<file path="src/hw/hwce_reg_pkg.sv">
//~~~~~~~~~~~~~~~~~~~~~~~~~~~~~~~~~~~~~~~~~~~~~~~~~~~~~~~~~~
// APB register interface of the traffic generator
// Bus widths, the APB request struct and the word offsets
// of the control and status registers
//~~~~~~~~~~~~~~~~~~~~~~~~~~~~~~~~~~~~~~~~~~~~~~~~~~~~~~~~~~

package hwce_reg_pkg;

  localparam int unsigned APB_ADDR_W = 7;  // word index, not byte address
  localparam int unsigned APB_DATA_W = 32;

  // 42 bits, pready is implicit and always high
  typedef struct packed {
    logic                  psel;
    logic                  penable;
    logic                  pwrite;
    logic [APB_ADDR_W-1:0] paddr;
    logic [APB_DATA_W-1:0] pwdata;
  } apb_req_t;

  // start registers, write only
  // the written word is the base byte address of the burst
  localparam logic [APB_ADDR_W-1:0] REG_START0 = 7'h0;  // byte 0x00
  localparam logic [APB_ADDR_W-1:0] REG_START1 = 7'h1;  // byte 0x04

  // done registers, read only, bit 0 is the flag
  localparam logic [APB_ADDR_W-1:0] REG_DONE0 = 7'h4;  // byte 0x10
  localparam logic [APB_ADDR_W-1:0] REG_DONE1 = 7'h5;  // byte 0x14

  // read data accumulator of port 1
  localparam logic [APB_ADDR_W-1:0] REG_ACCUM = 7'hE;  // byte 0x38

endpackage

</file>
<file path="src/hw/tcdm_pkg.sv">
//~~~~~~~~~~~~~~~~~~~~~~~~~~~~~~~~~~~~~~~~~~~~~~~~~~~~~~~~~~
// TCDM port definitions
// Widths plus the request and response structs that are
// shared by every burst master port
//~~~~~~~~~~~~~~~~~~~~~~~~~~~~~~~~~~~~~~~~~~~~~~~~~~~~~~~~~~

package tcdm_pkg;

  localparam int unsigned TCDM_ADDR_W = 20;  // byte address
  localparam int unsigned TCDM_DATA_W = 32;

  // master to memory, 54 bits
  typedef struct packed {
    logic                   req;
    logic [TCDM_ADDR_W-1:0] addr;
    logic                   wen;    // low for write
    logic [TCDM_DATA_W-1:0] wdata;
  } tcdm_req_t;

  // memory to master, 34 bits
  typedef struct packed {
    logic                   gnt;
    logic                   r_valid;
    logic [TCDM_DATA_W-1:0] r_rdata;
  } tcdm_rsp_t;

endpackage

</file>
<file path="src/hw/apb_reg_decode.sv">
//~~~~~~~~~~~~~~~~~~~~~~~~~~~~~~~~~~~~~~~~~~~~~~~~~~~~~~~~~~
// APB register decoder
// Turns APB write accesses into start and accumulator
// strobes and forms read data from the status registers
//~~~~~~~~~~~~~~~~~~~~~~~~~~~~~~~~~~~~~~~~~~~~~~~~~~~~~~~~~~

`timescale 1ns/1ps

module apb_reg_decode (
  input  hwce_reg_pkg::apb_req_t                      apb_i,
  output logic [hwce_reg_pkg::APB_DATA_W-1:0]         prdata_o,

  output logic [1:0]                                  start_o,
  output logic [hwce_reg_pkg::APB_DATA_W-1:0]         start_data_o,
  output logic                                        accum_we_o,

  input  logic [1:0]                                  done_i,
  input  logic [31:0]                                 accum_i
);

  logic access;
  logic wr_access;
  logic rd_access;

  logic is_start0;
  logic is_start1;
  logic is_done0;
  logic is_done1;
  logic is_accum;

  // access phase, pready is always high so every access completes here
  assign access    = apb_i.psel & apb_i.penable;
  assign wr_access = access & apb_i.pwrite;
  assign rd_access = access & ~apb_i.pwrite;

  assign is_start0 = apb_i.paddr == hwce_reg_pkg::REG_START0;
  assign is_start1 = apb_i.paddr == hwce_reg_pkg::REG_START1;
  assign is_done0  = apb_i.paddr == hwce_reg_pkg::REG_DONE0;
  assign is_done1  = apb_i.paddr == hwce_reg_pkg::REG_DONE1;
  assign is_accum  = apb_i.paddr == hwce_reg_pkg::REG_ACCUM;

  // one cycle strobes, taken by the targets at the same edge
  assign start_o[0] = wr_access & is_start0;
  assign start_o[1] = wr_access & is_start1;
  assign accum_we_o = wr_access & is_accum;

  // shared write data, base address for starts and value for the accumulator
  assign start_data_o = apb_i.pwdata;

  // read mux
  // write-only and unmapped offsets return zero, as does any non-read cycle
  always_comb begin
    prdata_o = '0;
    if (rd_access) begin
      if (is_done0) begin
        prdata_o = hwce_reg_pkg::APB_DATA_W'(done_i[0]);
      end else if (is_done1) begin
        prdata_o = hwce_reg_pkg::APB_DATA_W'(done_i[1]);
      end else if (is_accum) begin
        prdata_o = accum_i;
      end
    end
  end

endmodule

</file>
<file path="src/hw/read_accumulator.sv">
//~~~~~~~~~~~~~~~~~~~~~~~~~~~~~~~~~~~~~~~~~~~~~~~~~~~~~~~~~~
// Read data accumulator
// Sums every returned read word modulo 2^32; software can
// read the sum and overwrite it over APB
//~~~~~~~~~~~~~~~~~~~~~~~~~~~~~~~~~~~~~~~~~~~~~~~~~~~~~~~~~~

`timescale 1ns/1ps

module read_accumulator (
  input  logic                             clk_i,
  input  logic                             rst_ni,

  input  logic                             beat_i,   // one per accepted r_valid
  input  logic [tcdm_pkg::TCDM_DATA_W-1:0] rdata_i,

  input  logic                             we_i,
  input  logic [31:0]                      wdata_i,

  output logic [31:0]                      accum_o
);

  logic [31:0] accum_q;

  always_ff @(posedge clk_i or negedge rst_ni) begin
    if (!rst_ni) begin
      accum_q <= '0;
    end else if (we_i) begin
      accum_q <= wdata_i;  // software write beats a same-cycle beat
    end else if (beat_i) begin
      accum_q <= accum_q + rdata_i;  // wraps
    end
  end

  assign accum_o = accum_q;

endmodule

</file>
<file path="src/hw/tcdm_burst_master.sv">
//~~~~~~~~~~~~~~~~~~~~~~~~~~~~~~~~~~~~~~~~~~~~~~~~~~~~~~~~~~
// TCDM burst master
// Issues 2^BURST_LEN_LOG2 single-word accesses to
// consecutive word addresses from a latched base, with at
// most one request outstanding, and flags the burst end
//~~~~~~~~~~~~~~~~~~~~~~~~~~~~~~~~~~~~~~~~~~~~~~~~~~~~~~~~~~

`timescale 1ns/1ps

module tcdm_burst_master #(
  parameter int unsigned BURST_LEN_LOG2 = 6,
  parameter bit          IS_WRITE       = 1'b0  // write beats carry their index
) (
  input  logic                             clk_i,
  input  logic                             rst_ni,

  input  logic                             start_i,
  input  logic [tcdm_pkg::TCDM_ADDR_W-1:0] base_i,

  output tcdm_pkg::tcdm_req_t              tcdm_req_o,
  input  tcdm_pkg::tcdm_rsp_t              tcdm_rsp_i,

  output logic                             done_o,
  output logic                             beat_o,
  output logic                             done_event_o
);

  // msb of the counter marks that all beats have been granted
  localparam int unsigned CNT_W = BURST_LEN_LOG2 + 1;

  typedef enum logic [1:0] {
    IDLE,
    WAIT_GNT,
    WAIT_RVALID
  } state_e;

  state_e                           state_d, state_q;
  logic [CNT_W-1:0]                 count_q;
  logic                             count_inc;
  logic                             last_beat;
  logic                             done_d, done_q;
  logic [tcdm_pkg::TCDM_ADDR_W-1:0] base_q;
  logic [BURST_LEN_LOG2-1:0]        beat_idx;

  assign beat_idx  = count_q[BURST_LEN_LOG2-1:0];
  assign last_beat = count_q[CNT_W-1];

  always_comb begin
    state_d        = state_q;
    done_d         = 1'b0;
    count_inc      = 1'b0;
    tcdm_req_o.req = 1'b0;
    beat_o         = 1'b0;
    done_event_o   = 1'b0;

    unique case (state_q)
      IDLE: begin
        done_d = 1'b1;
        if (start_i) begin
          done_d  = 1'b0;
          state_d = WAIT_GNT;
        end
      end

      WAIT_GNT: begin
        tcdm_req_o.req = 1'b1;  // held with stable address until granted
        if (tcdm_rsp_i.gnt) begin
          count_inc = 1'b1;
          state_d   = WAIT_RVALID;
        end
      end

      WAIT_RVALID: begin
        if (tcdm_rsp_i.r_valid) begin
          beat_o = 1'b1;
          if (last_beat) begin
            done_d       = 1'b1;
            done_event_o = 1'b1;
            state_d      = IDLE;
          end else begin
            // next request goes out in the same cycle as the response
            tcdm_req_o.req = 1'b1;
            if (tcdm_rsp_i.gnt) begin
              count_inc = 1'b1;
            end else begin
              state_d = WAIT_GNT;
            end
          end
        end
      end

      default: begin
        state_d = IDLE;
      end
    endcase
  end

  always_ff @(posedge clk_i or negedge rst_ni) begin
    if (!rst_ni) begin
      state_q <= IDLE;
      done_q  <= 1'b1;
      count_q <= '0;
      base_q  <= '0;
    end else begin
      state_q <= state_d;
      done_q  <= done_d;
      if (state_q == IDLE && start_i) begin
        base_q  <= base_i;  // busy engines keep their base
        count_q <= '0;
      end else if (count_inc) begin
        count_q <= count_q + 1'b1;
      end
    end
  end

  assign tcdm_req_o.addr  = base_q + tcdm_pkg::TCDM_ADDR_W'({beat_idx, 2'b00});
  assign tcdm_req_o.wen   = ~IS_WRITE;
  assign tcdm_req_o.wdata = IS_WRITE ? tcdm_pkg::TCDM_DATA_W'(beat_idx) : '0;

  assign done_o = done_q;

endmodule

</file>
<file path="src/hw/traffic_gen_top.sv">
//~~~~~~~~~~~~~~~~~~~~~~~~~~~~~~~~~~~~~~~~~~~~~~~~~~~~~~~~~~
// TCDM traffic generator
// APB controlled write burst on port 0 and read burst on
// port 1, with a running sum of the port 1 read data
//~~~~~~~~~~~~~~~~~~~~~~~~~~~~~~~~~~~~~~~~~~~~~~~~~~~~~~~~~~

`timescale 1ns/1ps

module traffic_gen_top #(
  parameter int unsigned BURST_LEN_LOG2 = 6
) (
  input  logic                                clk_i,
  input  logic                                rst_ni,

  input  hwce_reg_pkg::apb_req_t              apb_i,
  output logic [hwce_reg_pkg::APB_DATA_W-1:0] apb_prdata_o,

  output tcdm_pkg::tcdm_req_t                 tcdm0_req_o,
  input  tcdm_pkg::tcdm_rsp_t                 tcdm0_rsp_i,
  output tcdm_pkg::tcdm_req_t                 tcdm1_req_o,
  input  tcdm_pkg::tcdm_rsp_t                 tcdm1_rsp_i,

  output logic [1:0]                          events_o
);

  logic [1:0]                          start;
  logic [hwce_reg_pkg::APB_DATA_W-1:0] start_data;
  logic                                accum_we;
  logic [1:0]                          done;
  logic [31:0]                         accum;
  logic                                beat1;

  apb_reg_decode apb_reg_decode_inst (
    .apb_i        (apb_i),
    .prdata_o     (apb_prdata_o),
    .start_o      (start),
    .start_data_o (start_data),
    .accum_we_o   (accum_we),
    .done_i       (done),
    .accum_i      (accum)
  );

  // port 0, write burst
  tcdm_burst_master #(
    .BURST_LEN_LOG2 (BURST_LEN_LOG2),
    .IS_WRITE       (1'b1)
  ) tcdm_burst_master_wr_inst (
    .clk_i        (clk_i),
    .rst_ni       (rst_ni),
    .start_i      (start[0]),
    .base_i       (start_data[tcdm_pkg::TCDM_ADDR_W-1:0]),
    .tcdm_req_o   (tcdm0_req_o),
    .tcdm_rsp_i   (tcdm0_rsp_i),
    .done_o       (done[0]),
    .beat_o       (),  // write responses carry no data
    .done_event_o (events_o[0])
  );

  // port 1, read burst
  tcdm_burst_master #(
    .BURST_LEN_LOG2 (BURST_LEN_LOG2),
    .IS_WRITE       (1'b0)
  ) tcdm_burst_master_rd_inst (
    .clk_i        (clk_i),
    .rst_ni       (rst_ni),
    .start_i      (start[1]),
    .base_i       (start_data[tcdm_pkg::TCDM_ADDR_W-1:0]),
    .tcdm_req_o   (tcdm1_req_o),
    .tcdm_rsp_i   (tcdm1_rsp_i),
    .done_o       (done[1]),
    .beat_o       (beat1),
    .done_event_o (events_o[1])
  );

  read_accumulator read_accumulator_inst (
    .clk_i   (clk_i),
    .rst_ni  (rst_ni),
    .beat_i  (beat1),
    .rdata_i (tcdm1_rsp_i.r_rdata),
    .we_i    (accum_we),
    .wdata_i (start_data),
    .accum_o (accum)
  );

endmodule

</file>
<file path="config.mk">
export PLATFORM = sky130hd
export DESIGN_NAME = traffic_gen_top
export DESIGN_NICKNAME = d
export VERILOG_FILES = /design/src/hw/hwce_reg_pkg.sv /design/src/hw/tcdm_pkg.sv /design/src/hw/apb_reg_decode.sv /design/src/hw/read_accumulator.sv /design/src/hw/tcdm_burst_master.sv /design/src/hw/traffic_gen_top.sv
export SDC_FILE = /design/constraint.sdc
export NUM_CORES = 1
export LEC_CHECK = 0
export BUFFER_PORTS_ARGS = -buffer_cell sky130_fd_sc_hd__buf_2
export CAP_MARGIN = 20
export CORE_MARGIN = 3
export CORE_UTILIZATION = 56
export CTS_CLUSTER_DIAMETER = 150
export DETAILED_ROUTE_END_ITERATION = 10
export PLACE_DENSITY = 0.88
export SYNTH_ARGS = -nofsm -noshare
export SYNTH_HDL_FRONTEND = slang
export SYNTH_SLANG_ARGS = --single-unit
export TNS_END_PERCENT = 1
</file>
<file path="constraint.sdc">
create_clock -name clk_i -period 6.2 [get_ports clk_i]
set_clock_uncertainty 0.1 [all_clocks]
set_input_delay 0.93 -clock clk_i [delete_from_list [all_inputs] [get_ports clk_i]]
set_output_delay 0.93 -clock clk_i [all_outputs]
set_load 0.02 [all_outputs]
</file>
==> results.toml <==
[status]
status = "finished clean"

[setup_path]
r2r_end = "read_accumulator_inst.accum_o[30]"
cp_slowest_cell = "dfrtp_1"
cp.arrival_ns = 2.98
cp-end-kind = "output pin"
rrSetupSlack_ns = 2.88
reg2regPathDepth = 11
reg2reg_from = "read_accumulator_inst.accum_o[0]"
crit_top_cell = "a21oi_1"
path_delay_family = "compound AO/OA/AOI/OAI gates"
cp_cell_sequence = "ha_1, a21o_1, a21oi_1, o21bai_1, a21oi_1, nor2b_1, o21ai_0, nor2_1, nand4_1, xnor2_1, buf_2"
crit_path_start_kind = "register"
critPathBufInv = 1
worstPathRequired_ns = 5.17
max_stage_delay_ns = 0.45
path_class = "register to output pin"
critPathMaxFanout = 6

[power]
power_density_mw_per_mm2 = 350
power_leakage_nw = 4.34
switching_power_mw = 1.18
p_clk_share_pct = 21.1
max-vdd-ir-drop_uv = 182
combPwrFrac_pct = 47.8
intPower_mw = 1.68
swShare_pct = 41.4
seqPwrFrac_pct = 31.1

[timing]
period_share_pct = 64.8
clock.fmax_mhz = 249
worstMarginPinSlew_ns = 0.955
maxSlewViolCount = 0
rsz0062_at_grt = "false"
slew_headroom_pct = 36.3
layout_min_cycle_time_ns = 4.01
setup_viol = 0
fin_setup_tns_ns = 0
hold_viol = 0

[floorplanning]
rows = 41
ios = 254
fp.dieH_um = 120
initial_core_util_pct = 57.5
die_x_um = 120
coreArea_sq_mm = 0.0127
dieArea_sq_mm = 0.0144

[synthesis]
netlist_area_sq_mm = 0.00729
synthesis.instances = 857
yosysTopAreaCellShare_pct = 30.9
yosys.area.top_type = "dfrtp_1"
synth_area_leaders = "dfrtp_1, ha_1, buf_4, nand2_1, xnor2_1"
syn_avg_cell_area_sq_um = 8.50
ys_types = 63
synth_warnings = 0
async_flop_share_pct = 100
synth-seq-area-share_pct = 31.6
synth_edf_count = 0
ys.flop_type = "dfrtp_1"
ys_ff_latch = 92

[clocking]
cts_buffer_depth = 2
htreeDepth = 3
cts-root-buf = "clkbuf_16"
insertion_delay_ns = 0.34
cts_tree = "yes"
cts_hold_repair.buffers = 0
clk_pin_slew_ns = 0.07
cts_buffers = 9
cts_resized = 0
cts.sinks = 92
cts_setup_buffers = 0

[detailed_routing]
postRouteAntennaNets = 0
vias_per_cell = 5.39
drcViolationCount = 0
drtPass1Iterations = 5
vias = 6283
drt-initial-drc-count = 454
routedWlPerCell_um = 15.2
routed_wl_um = 17700

[grt]
grt_pass1_vias = 5822
grt_first_pass_wirelength_um = 28300
grtUsageTotal_pct = 24.2
antenna_found_initial = 1
grt_start_max_net_pins = 76
grt_overflow_total = 0

[final_layout]
area_delta_synth_final_pct = 12.2
fin_nets = 1157
final_cell_area_sq_mm = 0.00817
final_common_cell = "buf_2"
final_layout_size_suffix_gt1_share_pct = 22.0
mostFrequentLayoutCells = "buf_2, nand2_1, dfrtp_1, nor2_1, a21oi_1"

[place]
dp_hpwl_um = 13500
dpl_cell_area_sq_mm = 0.00785
gp_congestion = 0.962
port_buffers = 161

[flow_run]
cap_violations = 0

[min_path]
hold_class = "primary input to async pin"
==> worst register-to-register path, delay by kind of cell (launching register included) <==
family / cells / cell delay, ns
AO/OA/AOI/OAI: 6 / 1.49
adder cells (fa/ha/maj): 2 / 0.71
flip-flops: 1 / 0.40
AND/OR/NAND/NOR: 2 / 0.28
XOR/XNOR: 1 / 0.22
==> Yosys cell counts, types with 5 or more instances <==
library cell / count
o21bai_1: 9
nand2b_1: 5
and4_1: 6
nand2_1: 126
nor3_1: 7
a211oi_1: 5
o21ai_0: 38
and2_1: 38
nor2b_1: 6
buf_4: 72
a31oi_1: 7
xor2_1: 27
clkbuf_1: 19
inv_1: 19
dfrtp_1: 90
nor2_1: 71
and3_1: 12
xnor2_1: 41
a21oi_1: 63
nand4_1: 8
ha_1: 55
nand3_1: 21
a21o_1: 17
mux2_2: 20
==> registers in the layout (all words and copies together) (netlist names) <==
register,cells
tcdm_burst_master_rd_inst.count_q,7
tcdm_burst_master_rd_inst.base_q,20
tcdm_burst_master_wr_inst.state_q,2
tcdm_burst_master_wr_inst.count_q,7
tcdm_burst_master_rd_inst.done_o,1
tcdm_burst_master_wr_inst.done_o,1
tcdm_burst_master_rd_inst.state_q,2
tcdm_burst_master_wr_inst.base_q,20
read_accumulator_inst.accum_o,32
==> per-stage QoR <==
| step | total power, mW | setup slack (ns) | hold WS, ns | utilization, % | instances |
|---|---|---|---|---|---|
| finish | 2.86 | 2.19 | 0.346 | 64.5 | 1166 |
| global route | 3.07 | 1.87 | 0.357 | 64.5 | 1165 |
| CTS | 2.86 | 2.16 | 0.348 | 64.5 | 1164 |
| detailed placement | 2.24 | 2.28 | 0.352 | 62.0 | 1148 |
| global placement | 2.20 | 2.36 | 0.350 | 62.0 | 1148 |
| floorplan | 2.00 | 2.86 | 0.340 | - | 915 |
==> per-layer routing <==
metal,up-vias,part of all wire (%),global-route usage (%)
li1,3062,-,-
met1,2943,43,31.8
met2,248,48,40.3
met3,30,6.6,3.58
met4,0,2.7,9.31
met5,-,0,0
==> cell families (layout without fill, tap and decap cells) <==
| group | after synthesis | count (layout) | share of synthesized area [%] |
|---|---|---|---|
| mux | 23 | 23 | 3.50 |
| flops | 92 | 92 | 31.6 |
| compound gates | 175 | 175 | 15.2 |
| fa+ha+maj | 58 | 58 | 10.3 |
| xor+xnor | 68 | 68 | 8.17 |
| buf+inv | 124 | 201 | 10.9 |
| simple gates | 315 | 315 | 20.2 |
| other cells | 2 | 62 | 0.103 |
==> worst max path at each step <==
| stage | cells after the start | slack [ns] | from | to |
|---|---|---|---|---|
| after floorplan | 10 | 2.86 | tcdm_burst_master_rd_inst.count_q[0] | tcdm1_req_o[45] |
| after global placement | 7 | 2.36 | apb_i[37] | apb_prdata_o[15] |
| after detailed placement | 7 | 2.28 | apb_i[37] | apb_prdata_o[17] |
| after CTS | 11 | 2.16 | tcdm_burst_master_wr_inst.count_q[1] | tcdm0_req_o[52] |
| after global routing | 11 | 1.87 | tcdm_burst_master_wr_inst.count_q[1] | tcdm0_req_o[52] |
| final | 11 | 2.19 | tcdm_burst_master_wr_inst.count_q[1] | tcdm0_req_o[52] |
==> layout make-up <==
| type | instances | area, sq um |
|---|---|---|
| fill | 1086 | 4500 |
| multi-input combinational | 699 | 4410 |
| sequential | 92 | 2300 |
| timing repair buffer | 166 | 846 |
| clock buffer | 11 | 233 |
| tap | 172 | 215 |
| clock inverter | 5 | 85.1 |
| inverter | 19 | 71.3 |
| antenna | 2 | 5.00 |
==> power groups by stage <==
stage / Combinational (mW) / Sequential (mW) / Clock [mW]
after floorplan: 1.15 / 0.853 / 0
after global placement: 1.30 / 0.892 / 0
after detailed placement: 1.34 / 0.897 / 0
after CTS: 1.36 / 0.889 / 0.609
after global routing: 1.53 / 0.911 / 0.634
final: 1.37 / 0.891 / 0.603
(Power assumes the default switching activity.)
